$ cat config.mk
export PLATFORM = sky130hd
export DESIGN_NAME = gpio_ao_flat
export DESIGN_NICKNAME = d
export VERILOG_FILES = /design/src/rtl/mcu_pkg.sv /design/src/rtl/mcu_if.sv /design/src/rtl/gpio_ao.sv /design/src/flat_wrapper.sv
export VERILOG_INCLUDE_DIRS = /design/src /design/src/include
export SDC_FILE = /design/constraint.sdc
export NUM_CORES = 1
export LEC_CHECK = 0
export BUFFER_PORTS_ARGS = -buffer_cell sky130_fd_sc_hd__clkbuf_2
export CAP_MARGIN = 20
export CORE_ASPECT_RATIO = 0.5
export CORE_MARGIN = 2
export CORE_UTILIZATION = 47
export CTS_BUF_LIST = sky130_fd_sc_hd__clkbuf_16
export DETAILED_ROUTE_END_ITERATION = 8
export GPL_ROUTABILITY_DRIVEN = 0
export GPL_TIMING_DRIVEN = 1
export PLACE_DENSITY = 0.75
export SYNTH_ARGS = -nofsm -noshare
export SYNTH_HDL_FRONTEND = slang
export SYNTH_SLANG_ARGS = --single-unit
$ cat constraint.sdc
create_clock -name clk_i -period 2 [get_ports clk_i]
set_clock_uncertainty 0.15 [all_clocks]
set_input_delay 0.2 -clock clk_i [delete_from_list [all_inputs] [get_ports clk_i]]
set_output_delay 0.2 -clock clk_i [all_outputs]
set_load 0.01 [all_outputs]
$ cat src/include/mcu_defs_defs.svh
// ----------------------------------------
// widths, bank geometry, switch delay and
// register indices of the mini mcu
// ----------------------------------------
`ifndef MCU_DEFS_DEFS_SVH
`define MCU_DEFS_DEFS_SVH

`define MCU_DATA_W 32
`define MCU_ADDR_W 16
`define MCU_NUM_BANKS 4
`define MCU_BANK_WORDS 64
`define MCU_GPIO_W 8

// cycles from switch change to acknowledge
`define MCU_SWITCH_ACK_DELAY 4

// power manager registers
`define MCU_PM_REG_OFF 2'd0
`define MCU_PM_REG_RET 2'd1
`define MCU_PM_REG_STATUS 2'd2

// always-on gpio registers
`define MCU_GPIO_REG_OUT 2'd0
`define MCU_GPIO_REG_OE 2'd1
`define MCU_GPIO_REG_IN 2'd2
`define MCU_GPIO_REG_IE 2'd3

`endif

$ cat src/rtl/mcu_pkg.sv
// ----------------------------------------
// address views, block and power state types
// ----------------------------------------
package mcu_pkg;

  typedef enum logic [1:0] {
    BLK_PM    = 2'd0,
    BLK_GPIO  = 2'd1,
    BLK_RSVD2 = 2'd2,
    BLK_RSVD3 = 2'd3
  } periph_block_e;

  typedef enum logic [2:0] {
    PWR_ON         = 3'd0,
    PWR_GATE       = 3'd1,
    PWR_SWITCH_OFF = 3'd2,
    PWR_OFF        = 3'd3,
    PWR_SWITCH_ON  = 3'd4
  } pwr_state_e;

  // region 0 is ram
  typedef struct packed {
    logic       region;
    logic [4:0] unused;
    logic [1:0] bank;
    logic [5:0] word;
    logic [1:0] byte_sel;
  } mcu_ram_addr_t;

  // region 1 is peripherals
  typedef struct packed {
    logic          region;
    logic [8:0]    unused;
    periph_block_e block;
    logic [1:0]    reg_idx;
    logic [1:0]    byte_sel;
  } mcu_periph_addr_t;

  typedef union packed {
    mcu_ram_addr_t    ram;
    mcu_periph_addr_t periph;
  } mcu_addr_u;

endpackage

$ cat src/rtl/mcu_if.sv
// ----------------------------------------
// wishbone and bank power interfaces
// ----------------------------------------
`timescale 1ns/1ps
`include "mcu_defs_defs.svh"

interface wb_if import mcu_pkg::*; ();
  logic                   cyc;
  logic                   stb;
  logic                   we;
  mcu_addr_u              adr;
  logic [`MCU_DATA_W-1:0] dat_w;
  logic [`MCU_DATA_W-1:0] dat_r;
  logic                   ack;

  modport master (
    output cyc, stb, we, adr, dat_w,
    input  dat_r, ack
  );

  modport slave (
    input  cyc, stb, we, adr, dat_w,
    output dat_r, ack
  );
endinterface


$ cat src/rtl/gpio_ao.sv
// ----------------------------------------
// always-on gpio with edge interrupts
// ----------------------------------------
`timescale 1ns/1ps
`include "mcu_defs_defs.svh"

module gpio_ao (
  input  logic                   clk_i,
  input  logic                   rst_i,
  wb_if.slave                    bus_i,
  input  logic [`MCU_GPIO_W-1:0] gpio_i,
  output logic [`MCU_GPIO_W-1:0] gpio_o,
  output logic [`MCU_GPIO_W-1:0] gpio_oe_o,
  output logic [`MCU_GPIO_W-1:0] intr_o
);
  localparam int GW = `MCU_GPIO_W;
  localparam int DW = `MCU_DATA_W;

  logic [GW-1:0] out_q, oe_q, ie_q, ie_d;
  logic [GW-1:0] sync1_q, sync2_q, prev_q;
  logic [GW-1:0] rise, clr;
  logic [GW-1:0] pend_q, pend_d;
  logic          access;
  logic          wr_en;
  logic          ack_q;
  logic [DW-1:0] rd_mux;
  logic [DW-1:0] rdata_q;

  assign access = bus_i.cyc & bus_i.stb & ~ack_q;
  assign wr_en  = access & bus_i.we;
  assign rise   = sync2_q & ~prev_q;

  // disabling a pin drops its pending bit too
  always_comb begin
    ie_d = ie_q;
    clr  = '0;
    if (wr_en && bus_i.adr.periph.reg_idx == `MCU_GPIO_REG_IE) begin
      ie_d = bus_i.dat_w[GW-1:0];
    end
    if (wr_en && bus_i.adr.periph.reg_idx == `MCU_GPIO_REG_IN) begin
      clr = bus_i.dat_w[GW-1:0];
    end
    pend_d = ((pend_q & ~clr) | rise) & ie_d;
  end

  always_ff @(posedge clk_i) begin
    if (rst_i) begin
      out_q   <= '0;
      oe_q    <= '0;
      ie_q    <= '0;
      sync1_q <= '0;
      sync2_q <= '0;
      prev_q  <= '0;
      pend_q  <= '0;
      ack_q   <= 1'b0;
    end else begin
      sync1_q <= gpio_i;
      sync2_q <= sync1_q;
      prev_q  <= sync2_q;
      ie_q    <= ie_d;
      pend_q  <= pend_d;
      ack_q   <= access;
      if (wr_en) begin
        case (bus_i.adr.periph.reg_idx)
          `MCU_GPIO_REG_OUT: out_q <= bus_i.dat_w[GW-1:0];
          `MCU_GPIO_REG_OE:  oe_q <= bus_i.dat_w[GW-1:0];
          default: ;
        endcase
      end
    end
  end

  always_comb begin
    rd_mux = '0;
    case (bus_i.adr.periph.reg_idx)
      `MCU_GPIO_REG_OUT: rd_mux[GW-1:0] = out_q;
      `MCU_GPIO_REG_OE:  rd_mux[GW-1:0] = oe_q;
      `MCU_GPIO_REG_IN:  rd_mux[GW-1:0] = sync2_q;
      default:           rd_mux[GW-1:0] = ie_q;
    endcase
  end

  always_ff @(posedge clk_i) begin
    if (access) begin
      rdata_q <= rd_mux;
    end
  end

  assign bus_i.ack   = ack_q;
  assign bus_i.dat_r = rdata_q;
  assign gpio_o      = out_q;
  assign gpio_oe_o   = oe_q;
  assign intr_o      = pend_q;

  a_intr_enabled: assert property (@(posedge clk_i) disable iff (rst_i)
    (intr_o & ~ie_q) == '0);

endmodule

$ cat src/flat_wrapper.sv
// flat-port wrapper written by rule: the top's interface ports become plain ports
module gpio_ao_flat 
  (clk_i, rst_i, gpio_i, gpio_o, gpio_oe_o, intr_o, bus_i_cyc, bus_i_stb, bus_i_we, bus_i_adr, bus_i_dat_w, bus_i_dat_r, bus_i_ack);
  wb_if bus_i_i ();
  input  logic clk_i;
  input  logic rst_i;
  input  logic [`MCU_GPIO_W-1:0] gpio_i;
  output logic [`MCU_GPIO_W-1:0] gpio_o;
  output logic [`MCU_GPIO_W-1:0] gpio_oe_o;
  output logic [`MCU_GPIO_W-1:0] intr_o;
  input wire logic [$bits(bus_i_i.cyc)-1:0] bus_i_cyc;
  input wire logic [$bits(bus_i_i.stb)-1:0] bus_i_stb;
  input wire logic [$bits(bus_i_i.we)-1:0] bus_i_we;
  input wire logic [$bits(bus_i_i.adr)-1:0] bus_i_adr;
  input wire logic [$bits(bus_i_i.dat_w)-1:0] bus_i_dat_w;
  output wire logic [$bits(bus_i_i.dat_r)-1:0] bus_i_dat_r;
  output wire logic [$bits(bus_i_i.ack)-1:0] bus_i_ack;
  assign bus_i_i.cyc = bus_i_cyc;
  assign bus_i_i.stb = bus_i_stb;
  assign bus_i_i.we = bus_i_we;
  assign bus_i_i.adr = bus_i_adr;
  assign bus_i_i.dat_w = bus_i_dat_w;
  assign bus_i_dat_r = bus_i_i.dat_r;
  assign bus_i_ack = bus_i_i.ack;
  gpio_ao u_core (.clk_i(clk_i), .rst_i(rst_i), .bus_i(bus_i_i), .gpio_i(gpio_i), .gpio_o(gpio_o), .gpio_oe_o(gpio_oe_o), .intr_o(intr_o));
endmodule
# Word-level counts from Yosys, hierarchy flattened

Index checks and enable logic that the tools add are counted.

Flip-flop bits (word level): 65
Bits in latches: 0
Memory bits (read-only): 0
Memories: 0
Memory bits (writable): 0
Output and inout bits: 57

$add $sub $neg: 0
Eq/ne operators: 3
$lt $le $gt $ge: 0
Div/mod/pow operators: 0
$mul: 0
Shift operators: 0
Multiplexer cells: 3
Bitwise gates (word level): 10
Reductions and logical operators: 5

Operators with widths:

| cell                                                | number |
|---|---|
| AND 8 bit                                           | 3 |
| case mux 8 bit (3 select lines)                     | 1 |
| 2-to-1 mux 8 bit                                    | 2 |
| inverter 8 bit                                      | 2 |
| bitwise OR 8 bit                                    | 1 |
| equality test 2 bit, second input constant          | 2 |
| AND reduction 2 bit                                 | 2 |
| AND 1 bit                                           | 3 |
| equality test 2 x 1 -> 1 bit, second input constant | 1 |
| logical AND 1 bit                                   | 2 |
| logical NOT 2 bit                                   | 1 |
| inverter 1 bit                                      | 1 |

# Logic depth before layout (Yosys ltp)

Word-level depth: 9
Gate-level depth with buffers: 4
Mapped depth without buffers: 3

# Worst setup path before layout

Ideal clock, no wire load.

Path type: register -> register
Start point: register u_core.ack_q (netlist: u_core.bus_i.ack)
End point: register u_core.pend_q[3] (netlist: u_core.intr_o[3])
Arrival: 1238 ps
Clock period less this slack: 1466 ps
Path slack: 534 ps
Cell stages (with the launch flop): 5
Data required time: 1772 ps
Cells stage by stage: dfxtp_1 -> nand4b_4 -> buf_6 -> or3_1 -> a32oi_1

Longest elaborated chain between the ends: 9
Elaborated cells between the ends (all ways): 11

RTL lines:

| element                     | line          | source |
|---|---|---|
| start, declared             | gpio_ao.sv:25 | `logic ack_q;` |
| start signal, assigned      | gpio_ao.sv:62 | `ack_q <= access;` |
| inverter 1 bit *            | gpio_ao.sv:29 | `assign access = bus_i.cyc & bus_i.stb & ~ack_q;` |
| AND 1 bit *                 | gpio_ao.sv:29 |  |
| AND 1 bit *                 | gpio_ao.sv:30 | `assign wr_en = access & bus_i.we;` |
| logical AND 1 bit (no line) | --            |  |
| 2-to-1 mux 8 bit            | gpio_ao.sv:40 | `` if (wr_en && bus_i.adr.periph.reg_idx == `MCU_GPIO_REG_IN) begin `` |
| inverter 8 bit              | gpio_ao.sv:43 | `pend_d = ((pend_q & ~clr) \| rise) & ie_d;` |
| AND 8 bit                   | gpio_ao.sv:43 |  |
| bitwise OR 8 bit            | gpio_ao.sv:43 |  |
| AND 8 bit *                 | gpio_ao.sv:43 |  |
| end signal, assigned        | gpio_ao.sv:61 | `pend_q <= pend_d;` |
| end, declared               | gpio_ao.sv:22 | `logic [GW-1:0] pend_q, pend_d;` |

Every way passes the cells marked *; elsewhere a longest branch is shown, timed or not.
A chain may end at the register's enable or synchronous reset.

# Worst setup path after layout

Start point: input bus_i_stb
End point: register u_core.oe_q[5] (netlist: u_core.gpio_oe_o[5])

Longest elaborated chain between the ends: 4

RTL lines:

| element                       | line               | source |
|---|---|---|
| start, declared               | flat_wrapper.sv:12 | `input wire logic [$bits(bus_i_i.stb)-1:0] bus_i_stb;` |
| AND 1 bit (2 in series)       | gpio_ao.sv:29      |  |
| AND 1 bit                     | gpio_ao.sv:30      |  |
| AND reduction 2 bit (no line) | --                 |  |
| end signal, assigned          | gpio_ao.sv:66      | `` `MCU_GPIO_REG_OE: oe_q <= bus_i.dat_w[GW-1:0]; `` |
| end, declared                 | gpio_ao.sv:19      | `logic [GW-1:0] out_q, oe_q, ie_q, ie_d;` |

Every way passes these cells.

==> results.ini <==
[outcome]
status = completed

[flow_run]
drv_cap = 0

[placement]
hpwl_mm = 3.712
pre_cts_slack_ns = 0.2799
portBuffers = 55

[timing]
slew_violations = 0
rsz0062_at_grt = false
fin_crit_sh_pct = 91.92
tns_ns = 0
setup_viol = 0
fmax_mhz = 544.0
min_period_ns = 1.838
setup_ws_ns = 0.1616
hold_viol = 0

[grt]
grt_max_degree = 33
antenna_found_initial = 0
track_usage_pct = 17.46
first_global_vias = 1900
grt_pass1_wl_mm = 8.687
grt-ovfl-total = 0

[worst_setup_path]
cp-startpoint = bus_i_stb
critPathKind = in -> reg
start_kind = primary input
path_cells = dlygate4sd3_1 -> clkbuf_2 -> nand4b_4 -> nor3b_2 -> buf_4 -> mux2i_1
slowest_stage = dlygate4sd3_1
cpPeakStageDelay_ns = 0.53
cp_max_fo = 26
critPathBufInv = 3
crit_family = buffers and inverters
end_kind = flop
critical_path_arrival_ns = 1.94
reg2reg_from = u_core.bus_i.ack$_SDFF_PP0_
worst_ep_required_time_ns = 2.10

[detailed_routing]
routed-via-count = 1945
drtPass1Iterations = 4
via_per_inst = 4.912
first_iter_violations = 95
drt.antenna.violating_nets = 0
drt_wl_total_mm = 5.318
wl_per_cell_um = 13.43
drc = 0

[synth]
synthCells = 246
synth_seq_cells = 65
yosysSeqAreaShare_pct = 50.92
synth_top_area_share_pct = 42.07
ys_types = 20
ys_warn_count = 0
netlist_area_um2 = 2713
synth_largest_area_cell = dfxtp_1
synth_area_leaders = dfxtp_1 (42%), nand2b_1 (9.5%), edfxtp_1 (8.9%)
avgSynthCellArea_um2 = 11.03

[floorplan]
dieWidth_um = 111.4
die_area_um2 = 6432
top_level_ports = 118
die_y_um = 57.72
start_util_pct = 49.18
core_area_um2 = 5515
rows = 19

[cells_and_area]
n_antenna_cell = 0
drive_gt1_share_pct = 28.17
n_fill_cell = 435
multiInputGateArea_um2 = 1186
nNetsFinal = 379
final_cell_mix = dfxtp_1 (57), clkbuf_2 (55), nand2b_1 (41)
syn_to_final_growth_pct = 26.48
utilization_pct = 62.21
final_common_cell = dfxtp_1
seqCellArea_um2 = 1381

[cts]
cts_htree_levels = 3
clk_latency_ns = 0.32
cts_root_buffer = clkbuf_16
clockBufferDepth = 2
clock_sinks = 65
tritoncts = done
cts.reportedPaths.clkPinSlew_ns = 0.05
numCtsBuffers = 9

[power_and_ir_drop]
power.density_nw_per_um2 = 935.2
ir_drop_v = 0.0004782
leakage_nw = 1.433

[min_path]
hp-start = bus_i_cyc
hold_path_class = in -> reg

[registers in the layout, indices dropped and copies added (netlist names)]
| name | flops |
|---|---|
| u_core.bus_i.dat_r | 8 |
| u_core.gpio_o | 8 |
| u_core.gpio_oe_o | 8 |
| u_core.ie_q | 8 |
| u_core.intr_o | 8 |
| u_core.prev_q | 8 |
| u_core.sync1_q | 8 |
| u_core.sync2_q | 8 |
| u_core.bus_i.ack | 1 |
[what timing repair did]
action                                 in CTS  in global routing
setup buffers                               0                  0
endpoints found under the hold margin       9                  0
hold buffers                                9                  0
resized for setup                           0                  0
[per-layer routing]
metal / share of wire [%] / vias up / wire length [um] / track usage [%]
met4: 1.6 / 0 / 84 / 9.171
li1: - / 937 / - / -
met1: 42 / 937 / 2227 / 19.19
met2: 51 / 64 / 2692 / 31.88
met3: 5.9 / 7 / 314 / 4.812
met5: 0 / - / 0 / 0
[through the flow]
stage / hold WS (ns) / power [mW] / instances / instance area [um^2]
finish: 0.02407 / 3.209 / 396 / 3431
global route: 0.02105 / 3.317 / 396 / 3431
CTS: 0.01090 / 3.241 / 396 / 3431
detailed placement: 0.2649 / 1.576 / 371 / 3022
global placement: 0.2583 / 1.570 / 371 / 3022
floorplan: 0.1782 / 1.541 / 269 / 2799
[kinds of logic (layout without fill, tap and decap cells)]
logic type	after synthesis	count (layout)	synth area share, %
and+or+nand+nor	96	96	22.14
other	1	24	0.1382
muxes	24	24	12.55
DFF	65	65	50.92
buffers and inverters	36	90	8.717
AOI/OAI and AO/OA	24	24	5.535
[cell type report]
class / instances / area share, %
clock inverters: 7 / 2.735
well taps: 73 / 2.662
multi-input cells: 168 / 34.57
repair buffers: 74 / 13.20
flip-flops and latches: 65 / 40.26
clock buffers: 9 / 6.565
[power by group]
part / internal (mW) / switching, mW / total [mW]
sequential: 1.35 / 0.0139 / 1.37
combinational: 0.0898 / 0.106 / 0.196
clock: 1.09 / 0.556 / 1.65
total: 2.53 / 0.677 / 3.21
[cell usage after synthesis]
master     n
nand4b_4   1
dfxtp_1   57
buf_2      3
nor3_4     1
nor2b_1   32
mux4_2     8
clkbuf_1   8
nor3_1     1
a32oi_1    8
conb_1     1
edfxtp_1   8
nand2b_1  41
buf_4     24
nor3b_1    1
mux2i_1   16
or3_1      8
buf_6      1
nor2_1     1
nand2_1   10
o21ai_0   16
[worst register-to-register path, delay by kind of cell, from the launching register on]
family / cells / cell delay [ns]
flops: 1 / 0.34
simple gates: 2 / 0.76
mux: 1 / 0.19
buf+inv: 1 / 0.20
[path summary, 6_finish.rpt]
| kind | cells after the start | slack (ns) | end |
|---|---|---|---|
| setup / recovery | 6 | 0.16 | u_core.gpio_oe_o[5]$_SDFFE_PP0P_ |
| hold / removal | 3 | 0.02 | u_core.bus_i.ack$_SDFF_PP0_ |
| setup reg to reg | 4 | 0.29 | u_core.gpio_oe_o[5]$_SDFFE_PP0P_ |
| hold reg to reg | 1 | 0.28 | u_core.sync2_q[5]$_SDFF_PP0_ |
Power figures use the tool's default switching activity.
