### src/include/mcu_defs_defs.svh
// ----------------------------------------
// widths, bank geometry, switch delay and
// register indices of the mini mcu
// ----------------------------------------
`ifndef MCU_DEFS_DEFS_SVH
`define MCU_DEFS_DEFS_SVH

`define MCU_DATA_W 32
`define MCU_ADDR_W 16
`define MCU_NUM_BANKS 4
`define MCU_BANK_WORDS 64
`define MCU_GPIO_W 8

// cycles from switch change to acknowledge
`define MCU_SWITCH_ACK_DELAY 4

// power manager registers
`define MCU_PM_REG_OFF 2'd0
`define MCU_PM_REG_RET 2'd1
`define MCU_PM_REG_STATUS 2'd2

// always-on gpio registers
`define MCU_GPIO_REG_OUT 2'd0
`define MCU_GPIO_REG_OE 2'd1
`define MCU_GPIO_REG_IN 2'd2
`define MCU_GPIO_REG_IE 2'd3

`endif

### src/rtl/mcu_pkg.sv
// ----------------------------------------
// address views, block and power state types
// ----------------------------------------
package mcu_pkg;

  typedef enum logic [1:0] {
    BLK_PM    = 2'd0,
    BLK_GPIO  = 2'd1,
    BLK_RSVD2 = 2'd2,
    BLK_RSVD3 = 2'd3
  } periph_block_e;

  typedef enum logic [2:0] {
    PWR_ON         = 3'd0,
    PWR_GATE       = 3'd1,
    PWR_SWITCH_OFF = 3'd2,
    PWR_OFF        = 3'd3,
    PWR_SWITCH_ON  = 3'd4
  } pwr_state_e;

  // region 0 is ram
  typedef struct packed {
    logic       region;
    logic [4:0] unused;
    logic [1:0] bank;
    logic [5:0] word;
    logic [1:0] byte_sel;
  } mcu_ram_addr_t;

  // region 1 is peripherals
  typedef struct packed {
    logic          region;
    logic [8:0]    unused;
    periph_block_e block;
    logic [1:0]    reg_idx;
    logic [1:0]    byte_sel;
  } mcu_periph_addr_t;

  typedef union packed {
    mcu_ram_addr_t    ram;
    mcu_periph_addr_t periph;
  } mcu_addr_u;

endpackage

### src/rtl/mcu_if.sv
// ----------------------------------------
// wishbone and bank power interfaces
// ----------------------------------------
`timescale 1ns/1ps
`include "mcu_defs_defs.svh"

interface wb_if import mcu_pkg::*; ();
  logic                   cyc;
  logic                   stb;
  logic                   we;
  mcu_addr_u              adr;
  logic [`MCU_DATA_W-1:0] dat_w;
  logic [`MCU_DATA_W-1:0] dat_r;
  logic                   ack;

  modport master (
    output cyc, stb, we, adr, dat_w,
    input  dat_r, ack
  );

  modport slave (
    input  cyc, stb, we, adr, dat_w,
    output dat_r, ack
  );
endinterface

// one active-low bit per bank
interface pwr_if ();
  logic [`MCU_NUM_BANKS-1:0] clkgate_en_n;
  logic [`MCU_NUM_BANKS-1:0] iso_n;
  logic [`MCU_NUM_BANKS-1:0] switch_n;
  logic [`MCU_NUM_BANKS-1:0] retentive_n;
  logic [`MCU_NUM_BANKS-1:0] switch_ack_n;

  modport ctrl (
    output clkgate_en_n, iso_n, switch_n, retentive_n,
    input  switch_ack_n
  );

  modport bank (
    input  clkgate_en_n, iso_n, switch_n, retentive_n,
    output switch_ack_n
  );
endinterface

### src/rtl/power_manager.sv
// ----------------------------------------
// power registers and bank sequencers
// ----------------------------------------
`timescale 1ns/1ps
`include "mcu_defs_defs.svh"

module power_manager import mcu_pkg::*; (
  input  logic clk_i,
  input  logic rst_i,
  wb_if.slave  bus_i,
  pwr_if.ctrl  pwr_o
);
  localparam int NB = `MCU_NUM_BANKS;
  localparam int DW = `MCU_DATA_W;

  pwr_state_e    state_q [NB];
  pwr_state_e    state_d [NB];
  logic [NB-1:0] off_q;
  logic [NB-1:0] ret_q;
  logic [NB-1:0] status;
  logic          access;
  logic          ack_q;
  logic [DW-1:0] rd_mux;
  logic [DW-1:0] rdata_q;

  assign access = bus_i.cyc & bus_i.stb & ~ack_q;

  always_ff @(posedge clk_i) begin
    if (rst_i) begin
      off_q <= '0;
      ret_q <= '0;
      ack_q <= 1'b0;
    end else begin
      ack_q <= access;
      if (access && bus_i.we) begin
        case (bus_i.adr.periph.reg_idx)
          `MCU_PM_REG_OFF: off_q <= bus_i.dat_w[NB-1:0];
          `MCU_PM_REG_RET: ret_q <= bus_i.dat_w[NB-1:0];
          default: ;
        endcase
      end
    end
  end

  always_comb begin
    rd_mux = '0;
    case (bus_i.adr.periph.reg_idx)
      `MCU_PM_REG_OFF:    rd_mux[NB-1:0] = off_q;
      `MCU_PM_REG_RET:    rd_mux[NB-1:0] = ret_q;
      `MCU_PM_REG_STATUS: rd_mux[NB-1:0] = status;
      default: ;
    endcase
  end

  always_ff @(posedge clk_i) begin
    if (access) begin
      rdata_q <= rd_mux;
    end
  end

  assign bus_i.ack   = ack_q;
  assign bus_i.dat_r = rdata_q;

  // power off gates and isolates before the switch opens
  // power on waits for the switch ack before release
  always_comb begin
    for (int b = 0; b < NB; b++) begin
      state_d[b] = state_q[b];
      case (state_q[b])
        PWR_ON:         if (off_q[b]) state_d[b] = PWR_GATE;
        PWR_GATE:       state_d[b] = PWR_SWITCH_OFF;
        PWR_SWITCH_OFF: if (!pwr_o.switch_ack_n[b]) state_d[b] = PWR_OFF;
        PWR_OFF:        if (!off_q[b]) state_d[b] = PWR_SWITCH_ON;
        PWR_SWITCH_ON:  if (pwr_o.switch_ack_n[b]) state_d[b] = PWR_ON;
        default:        state_d[b] = PWR_ON;
      endcase
      status[b]             = (state_q[b] == PWR_ON);
      pwr_o.clkgate_en_n[b] = (state_q[b] == PWR_ON);
      pwr_o.iso_n[b]        = (state_q[b] == PWR_ON);
      pwr_o.switch_n[b]     = (state_q[b] inside {PWR_ON, PWR_GATE, PWR_SWITCH_ON});
      // retention only counts while the bank is asked off
      pwr_o.retentive_n[b]  = ~(ret_q[b] & off_q[b]);
    end
  end

  always_ff @(posedge clk_i) begin
    if (rst_i) begin
      for (int b = 0; b < NB; b++) begin
        state_q[b] <= PWR_ON;
      end
    end else begin
      for (int b = 0; b < NB; b++) begin
        state_q[b] <= state_d[b];
      end
    end
  end

endmodule

### src/flat_wrapper.sv
// flat-port wrapper written by rule: the top's interface ports become plain ports
module power_manager_flat import mcu_pkg::*;
  (clk_i, rst_i, bus_i_cyc, bus_i_stb, bus_i_we, bus_i_adr, bus_i_dat_w, bus_i_dat_r, bus_i_ack, pwr_o_clkgate_en_n, pwr_o_iso_n, pwr_o_switch_n, pwr_o_retentive_n, pwr_o_switch_ack_n);
  wb_if bus_i_i ();
  pwr_if pwr_o_i ();
  input  logic clk_i;
  input  logic rst_i;
  input wire logic [$bits(bus_i_i.cyc)-1:0] bus_i_cyc;
  input wire logic [$bits(bus_i_i.stb)-1:0] bus_i_stb;
  input wire logic [$bits(bus_i_i.we)-1:0] bus_i_we;
  input wire logic [$bits(bus_i_i.adr)-1:0] bus_i_adr;
  input wire logic [$bits(bus_i_i.dat_w)-1:0] bus_i_dat_w;
  output wire logic [$bits(bus_i_i.dat_r)-1:0] bus_i_dat_r;
  output wire logic [$bits(bus_i_i.ack)-1:0] bus_i_ack;
  output wire logic [$bits(pwr_o_i.clkgate_en_n)-1:0] pwr_o_clkgate_en_n;
  output wire logic [$bits(pwr_o_i.iso_n)-1:0] pwr_o_iso_n;
  output wire logic [$bits(pwr_o_i.switch_n)-1:0] pwr_o_switch_n;
  output wire logic [$bits(pwr_o_i.retentive_n)-1:0] pwr_o_retentive_n;
  input wire logic [$bits(pwr_o_i.switch_ack_n)-1:0] pwr_o_switch_ack_n;
  assign bus_i_i.cyc = bus_i_cyc;
  assign bus_i_i.stb = bus_i_stb;
  assign bus_i_i.we = bus_i_we;
  assign bus_i_i.adr = bus_i_adr;
  assign bus_i_i.dat_w = bus_i_dat_w;
  assign bus_i_dat_r = bus_i_i.dat_r;
  assign bus_i_ack = bus_i_i.ack;
  assign pwr_o_clkgate_en_n = pwr_o_i.clkgate_en_n;
  assign pwr_o_iso_n = pwr_o_i.iso_n;
  assign pwr_o_switch_n = pwr_o_i.switch_n;
  assign pwr_o_retentive_n = pwr_o_i.retentive_n;
  assign pwr_o_i.switch_ack_n = pwr_o_switch_ack_n;
  power_manager u_core (.clk_i(clk_i), .rst_i(rst_i), .bus_i(bus_i_i), .pwr_o(pwr_o_i));
endmodule
### config.mk
export PLATFORM = sky130hd
export DESIGN_NAME = power_manager_flat
export DESIGN_NICKNAME = d
export VERILOG_FILES = /design/src/rtl/mcu_pkg.sv /design/src/rtl/mcu_if.sv /design/src/rtl/power_manager.sv /design/src/flat_wrapper.sv
export VERILOG_INCLUDE_DIRS = /design/src /design/src/include
export SDC_FILE = /design/constraint.sdc
export NUM_CORES = 1
export LEC_CHECK = 0
export BUFFER_PORTS_ARGS = -buffer_cell sky130_fd_sc_hd__buf_2
export CORE_MARGIN = 2
export CORE_UTILIZATION = 43
export CTS_CLUSTER_DIAMETER = 30
export DETAILED_ROUTE_END_ITERATION = 10
export PLACE_DENSITY = 0.95
export REMOVE_ABC_BUFFERS = 1
export SYNTH_ARGS = -nofsm -noshare
export SYNTH_HDL_FRONTEND = slang
export SYNTH_SLANG_ARGS = --single-unit
### constraint.sdc
create_clock -name clk_i -period 2.5 [get_ports clk_i]
set_clock_uncertainty 0.2 [all_clocks]
set_input_delay 0.25 -clock clk_i [delete_from_list [all_inputs] [get_ports clk_i]]
set_output_delay 0.25 -clock clk_i [all_outputs]
set_load 0.01 [all_outputs]
== Word level (Yosys, flattened, before mapping) ==
Memory sizes are Yosys's and may differ from the RTL's.
Cells that the tools add are included.

* Register bits after elaboration: 13
* Memory bits (writable): 12
* Bits of input ports: 57
* Output and inout bits: 49
* Word-level logic and storage cells: 78
* Memories kept: 1

{| class="wikitable"
|+ Memory list
! name !! words !! bits a word !! rd ports !! clocked after Yosys merged registers in !! write ports !! line !! source
|-
| u_core.state_q || 4 || 3 || 4 || 0 || 4 || power_manager.sv:16 || <nowiki>pwr_state_e state_q [NB];</nowiki>
|}

* Equality and inequality tests: 18
* Muxes and demuxes: 28
* Bitwise gates (word level): 15
* Reductions and logical operators: 12

{| class="wikitable"
|+ Operators with widths
! cell !! number
|-
| 2-to-1 mux 3 bit || 20
|-
| one-hot mux 3 bit (5 select lines) || 4
|-
| == test 3 x 2 -> 1 bit (second input constant) || 8
|-
| == test 3 x 1 -> 1 bit (second input constant) || 4
|-
| == test 3 bit (second input constant) || 4
|-
| zero test 3 bit || 4
|-
| one-hot mux 4 bit (3 select lines) || 1
|-
| nonzero test 3 bit || 4
|-
| AND 1 bit || 6
|-
| NOT 1 bit || 5
|-
| bitwise OR 1 bit || 4
|-
| AND reduction 2 bit || 2
|-
| 2-to-1 mux 1 bit || 3
|-
| == test 2 x 1 -> 1 bit (second input constant) || 1
|-
| == test 2 bit (second input constant) || 1
|-
| zero test 2 bit || 1
|-
| logical AND 1 bit || 1
|}

== Depth between registers and ports, before layout ==
Gate-level depths: netlist (run 1).

* Depth in word-level cells: 4
* Depth in mapped cells: 5
* Gate-level depth less buffers: 3

== Worst setup path before layout (run 1) ==
No wires, ideal clock.

* Path kind: register to output
* Start: mem u_core.state_q[0][0] (netlist name)
* End: out pwr_o_iso_n[0]
* Data arrival time: 1023 ps
* Data required time: 2050 ps
* Slack: 1027 ps
* Stages on the path, launching flop included: 4
* Buffers on the path: 2
* Path through: dfxtp_1 > clkbuf_2 > nor3_1 > buf_4

{| class="wikitable"
|+ RTL lines
! element !! line !! source
|-
| start: declaration || power_manager.sv:16 ||
|-
| end: declaration || flat_wrapper.sv:16 || <nowiki>output wire logic [$bits(pwr_o_i.iso_n)-1:0] pwr_o_iso_n;</nowiki>
|}

==> results.md, run 1 <==
- Outcome: completed
- Port Buffers: 35
- Worst-Skew Late Latency: ~320 ps
- Total setup buffers inserted after CTS: 0
- CP Capture Type: primary output
- Total track usage: 0.1349
- Final #Nets: between 200 and 250
- Final worst-path setup slack: around 790 ps
- Register area: between 500 and 600 um^2
- Count of final setup violators: 0
- Die ar.: between 0.003 and 0.004 mm^2
- Core area: approximately 0.0031 mm^2
- Worst Path Max Fanout: 7
- Setup slack at placement: roughly 1100 ps
- CTS Buf Count: 3
- Total gr overflow: 0
- Most common cell after layout, fill and taps aside: buf_2
- Mean Syn Cell Area: roughly 9 um^2
- Num rows: 20
- Peak supply drop: roughly 0.17 mV
- Most frequent cells in the layout: 35 x buf_2, 28 x conb_1, 21 x dfxtp_1
- Vias in the first global route: between 900 and 1000
- CTS tree: done
- Synth Instances: ~160
- Drt wl/cell: about 11 um
- P_leak: ~0.62 nW
- DP HPWL: between 1.5 and 2 mm
- Number of max-cap violations: 0
- Hold WC Path Type: in -> reg
- Final Slew Violations: 0
- Final-report hold violation count: 0
- Antenna Cells: 0
- Crit path kind: reg -> out
- Total Neg Setup Slack: 0 ps
- Number of antenna violations at the first check in global routing: 0
- Period minus WS final: 1710 ps
- Sink Count: 25
- Startpoint types: flop
- First-pass GRT wire length: approximately 3.7 mm
- Clock root buffer: clkbuf_4
- P&R area growth vs syn: 4.821%
- Via/cell ratio: 4.655
- Post-synthesis cell area: 0.001428 mm^2
- Layout cells sized above 1: 0.2308
- Initial drt markers: 20
- CTS resizes: 0
- Total number of yosys warnings: 0
- Die Wd: between 60 and 70 um
- Largest net degree at the start of global routing: 26
- Yosys reg bits: 25
- # DRC: 0
- PwrDens: approximately 460 mW/mm^2
- Fill cells: roughly 320
- Unrepaired setup endpoints after global routing: no
- Area occupied by multi-input gates: approximately 700 um^2
- RD Place Congestion: approximately 0.73
- Crit path required time: roughly 2000 ps
- Max Root-Sink Buffers: 2
- # IOs: ~110
- Worst EP arrival: around 1300 ps
- H-tree Lvls: 1
- Chip height: about 62 um
- Hold buffers post-CTS: 0
- Clock slew at reported path FFs: 130 ps
- Vias: 1052
- Drt pass-1 iters: 4
- Final worst path period share: 0.6841
- Max Clk Rate: 0.5847 GHz
- Sequential area share after synthesis: 0.3786
- Antenna Nets Post-Route: 0
- Starting Density: 0.4601
- Drt total wl: about 2.5 mm
- Distinct cells, synth: 26
## kinds of logic after synthesis
| family | count (synthesis) | synth area share |
|---|---|---|
| simple gates | 58 | 0.2358 |
| buf+inv | 40 | 0.2024 |
| flops | 25 | 0.3786 |
| mux | 16 | 0.1122 |
| compound gates | 13 | 0.04996 |
| xor+xnor | 3 | 0.01841 |
| other cells | 1 | 0.002627 |
## cell type report
type                    count  share of cell area
clock buffers               4             0.01756
multi-input cells         118              0.4674
flip-flops and latches     25              0.3612
well taps                  44             0.03679
repair buffers             35              0.1171
## metal layers
metal / part of all wire / vias up / wire length (um) / global-route usage
met5: 0 / - / 0 / 0
met4: 0.025 / 0 / 62 / 0.08207
met3: 0.079 / 7 / 195 / 0.03992
met2: 0.47 / 47 / 1157 / 0.2316
met1: 0.43 / 473 / 1051 / 0.1449
li1: - / 525 / - / -
## critical path, stage by stage (launching register included)
cell     delay (ps)
dfxtp_1         390
nor3_1          340
buf_2           200
## registers in the layout, summed over array words and instances (netlist names)
name / cells
u_core.bus_i.ack: 1
u_core.bus_i.dat_r: 4
u_core.off_q: 4
u_core.ret_q: 4
u_core.state_q: 12
## through the flow
step / instance area [um^2] / hold slack [ps] / std cells / utilization / power [mW]
2_1_floorplan: 1240 / 121.6 / 143 / - / 0.4785
3_3_place_gp: 1470 / 274.9 / 222 / 0.4738 / 0.5081
3_5_place_dp: 1470 / 290.2 / 222 / 0.4738 / 0.5110
4_1_cts: 1496 / 3.041 / 226 / 0.4823 / 0.6864
5_1_grt: 1496 / 15.03 / 226 / 0.4823 / 0.7082
6_report: 1496 / 3.609 / 226 / 0.4823 / 0.6836
## report_power, final
| part | internal, mW | total [mW] | switching, mW |
|---|---|---|---|
| Sequential | 0.416 | 0.422 | 0.00546 |
| Combinational | 0.0292 | 0.0807 | 0.0515 |
| Clock | 0.0626 | 0.181 | 0.119 |
| Total | 0.508 | 0.684 | 0.176 |
## synthesized netlist by cell type
cell | count | share of area
dfxtp_1 | 21 | 0.29
xnor2_1 | 3 | 0.018
nand3_1 | 2 | 0.0070
nor3_1 | 10 | 0.035
a211o_1 | 1 | 0.0061
nor2b_4 | 1 | 0.0096
and3b_1 | 4 | 0.025
o21ai_0 | 4 | 0.014
mux2i_1 | 16 | 0.11
nor3_2 | 1 | 0.0070
nand2b_1 | 12 | 0.053
nor2_1 | 10 | 0.026
nand2_1 | 8 | 0.021
clkbuf_2 | 3 | 0.011
nor4_1 | 4 | 0.018
clkbuf_1 | 2 | 0.0053
buf_6 | 1 | 0.0079
edfxtp_1 | 4 | 0.084
nor3b_1 | 3 | 0.016
buf_4 | 34 | 0.18
conb_1 | 1 | 0.0026
and3b_2 | 1 | 0.0070
a211oi_1 | 1 | 0.0053
and3_4 | 1 | 0.0079
a21oi_1 | 7 | 0.025
nor2b_1 | 1 | 0.0044
## final timing paths
kind / from / endpoint / slack, ps / cells past startpoint
setup / recovery: u_core.state_q[0][0]$_SDFFE_PP0P_ / pwr_o_clkgate_en_n[0] / 790 / 2
hold reg to reg: u_core.ret_q[0]$_SDFFE_PP0P_ / u_core.ret_q[0]$_SDFFE_PP0P_ / 310 / 2
hold / removal: bus_i_dat_w[3] / u_core.off_q[3]$_SDFFE_PP0P_ / 4 / 3
setup reg to reg: u_core.state_q[0][0]$_SDFFE_PP0P_ / u_core.bus_i.dat_r[0]$_DFFE_PP_ / 1060 / 3
Note: power is estimated with default switching activity, not from simulation.
==> run 2: changes to the inputs <==
--- a/config.mk
+++ b/config.mk
@@ -8,10 +8,10 @@
 export LEC_CHECK = 0
 export BUFFER_PORTS_ARGS = -buffer_cell sky130_fd_sc_hd__buf_2
 export CORE_MARGIN = 2
-export CORE_UTILIZATION = 43
+export CORE_UTILIZATION = 36
 export CTS_CLUSTER_DIAMETER = 30
 export DETAILED_ROUTE_END_ITERATION = 10
-export PLACE_DENSITY = 0.95
+export PLACE_DENSITY = 0.87
 export REMOVE_ABC_BUFFERS = 1
 export SYNTH_ARGS = -nofsm -noshare
 export SYNTH_HDL_FRONTEND = slang
==> constraint.sdc (replaced) <==
create_clock -name clk_i -period 1.47 [get_ports clk_i]
set_clock_uncertainty 0.2 [all_clocks]
set_input_delay 0.147 -clock clk_i [delete_from_list [all_inputs] [get_ports clk_i]]
set_output_delay 0.147 -clock clk_i [all_outputs]
set_load 0.01 [all_outputs]
==> run 2 against run 1 <==
  * Worst hold slack improved by 8.8 ps
  * Routed wire length rose by 5.7%
  * Cell count grew 6.2%
  * Sequential cell count unchanged
  * First-iteration DRC count rose to 2.8 times the previous value
  * Total power rose by 84%
  * Die area up 18%
  * Critical path type unchanged
  * Largest cell class unchanged
==> results.md, run 2 (synthesis results as in run 1) <==
- DP HPWL: approximately 2 mm
- Vias: 1070
- Drt pass-1 iters: 4
- Die ar.: roughly 0.0045 mm^2
- Clock slew at reported path FFs: 80 ps
- Crit path required time: 1120 ps
- Largest register FFs: 12
- Hold WC Path Type: in -> reg
- Final worst path period share: 0.9576
- Crit path kind: reg -> out
- Via/cell ratio: about 4.5
- Largest stage delay on the critical path: approximately 370 ps
- Final-report hold violation count: 0
- Final Slew Violations: 0
- Sink Count: 25
- Dpl cells: around 230
- Final worst-path setup slack: 62.33 ps
- RR Startpoint: u_core.bus_i.ack$_SDFF_PP0_
- Number of antenna violations at the first check in global routing: 0
- # IOs: roughly 110
- CP max stage cell: dfxtp_4
- Total gr overflow: 0
- Clock root buffer: clkbuf_8
- P&R area growth vs syn: 15.43%
- Biggest register: u_core.state_q
- Reg-to-reg endpoint: u_core.ret_q[2]$_SDFFE_PP0P_
- PwrDens: 765.1 mW/mm^2
- Die Wd: ~67 um
- Buf/Inv on CP: 2
- Largest net degree at the start of global routing: 26
- Period minus WS final: 1408 ps
- Num rows: 22
- Layout cells sized above 1: 0.2865
- Most common cell after layout, fill and taps aside: buf_2
- Max Root-Sink Buffers: 2
- Critical-path cell list: nor3_4 > buf_4 > buf_2
- Number of max-cap violations: 0
- Final #Nets: 250
- H-tree Lvls: 1
- Peak supply drop: between 0.4 and 0.5 mV
- Vias in the first global route: 941
- Worst Path Max Fanout: 5
- Initial drt markers: 55
- CTS tree: done
- RD Place Congestion: 0.7280
- # DRC: 0
- Outcome: completed
- Starting Density: 0.3814
- Setup slack at placement: between 40 and 50 ps
- Antenna Cells: 0
- R2R cell count: 3
- Total Neg Setup Slack: 0 ps
- Hold path depth: 4
- Antenna Nets Post-Route: 0
- Port Buffers: 35
- Post-Layout Cell Count: 240
- Count of final setup violators: 0
- CTS Buf Count: 3
- Worst EP arrival: 1060 ps
- Hold slack: between 10 and 15 ps
- Drt total wl: between 2 and 3 mm
- Core area: 0.003744 mm^2
- P_leak: about 0.69 nW
- Fill cells: just under 400
- Flop2flop setup slack: approximately 90 ps
- Max Clk Rate: ~0.71 GHz
- Post-route core utilization: 0.4402
- Chip height: ~67 um
- Most frequent cells in the layout: 35 x buf_2, 28 x conb_1, 17 x dfxtp_1
- Hold Startpoint: pwr_o_switch_ack_n[1]
- CP Capture Type: primary output
- Drt wl/cell: around 11 um
- Total track usage: 0.1170
- Delay-heaviest family, CP: flip-flops
- Worst-Skew Late Latency: 260 ps
- First-pass GRT wire length: a little under 4 mm
- Startpoint types: flop
- Worst Hold End: u_core.state_q[0][5]$_SDFFE_PP0P_
## run 2: worst max path at each step
stage | startpoint | endpoint | slack, ps | depth (start not counted)
after detailed placement | u_core.bus_i.ack$_SDFF_PP0_ | u_core.off_q[2]$_SDFFE_PP0P_ | 40 | 3
after floorplan | u_core.state_q[0][0]$_SDFFE_PP0P_ | u_core.bus_i.dat_r[0]$_DFFE_PP_ | -60 | 3
after global placement | u_core.bus_i.ack$_SDFF_PP0_ | u_core.off_q[3]$_SDFFE_PP0P_ | 100 | 3
after global routing | u_core.state_q[0][7]$_SDFFE_PP0P_ | pwr_o_iso_n[2] | -0.5 | 2
after CTS | u_core.state_q[0][9]$_SDFFE_PP0P_ | pwr_o_iso_n[3] | 20 | 3
final | u_core.state_q[0][10]$_SDFFE_PP0P_ | pwr_o_iso_n[3] | 60 | 3
## run 2: layout make-up
cell class,count,area [um^2],share of cell area
repair buffers,45,262.8,0.1595
clock buffers,4,45.04,0.02733
flip-flops and latches,25,548.0,0.3326
multi-input cells,118,732.0,0.4442
well taps,48,60.06,0.03645
## run 2: what timing repair did
action / CTS / global route
setup buffers: 1 / 2
hold buffers: 5 / 0
endpoints found under the setup margin: 6 / 12
hold endpoints to repair: 9 / 0
pin swaps: 1 / 4
resized for setup: 4 / 7
## run 2: layer usage
layer / vias to the layer above / share of wire / GRT usage
li1: 541 / - / -
met1: 488 / 0.42 / 0.1264
met2: 39 / 0.50 / 0.2150
met3: 2 / 0.074 / 0.04561
met4: 0 / 0.0031 / 0.02296
met5: - / 0 / 0
## run 2: where the power goes
group | total, mW | switching (mW) | internal (mW)
logic | 0.156 | 0.0922 | 0.0638
registers | 0.715 | 0.00963 | 0.706
clock network | 0.389 | 0.196 | 0.193
total | 1.26 | 0.298 | 0.963
## run 2: worst register-to-register path, stage by stage, from the launching register on
cell     delay (ps)
dfxtp_1         310
and3b_2         340
and3_4          260
mux2i_1         190
## run 2: metrics by stage
step,total power [mW],instance area [um^2]
after floorplan,0.8139,1240
after global placement,0.8677,1490
after detailed placement,0.8718,1490
after CTS,1.271,1609
after global routing,1.327,1648
final,1.261,1648
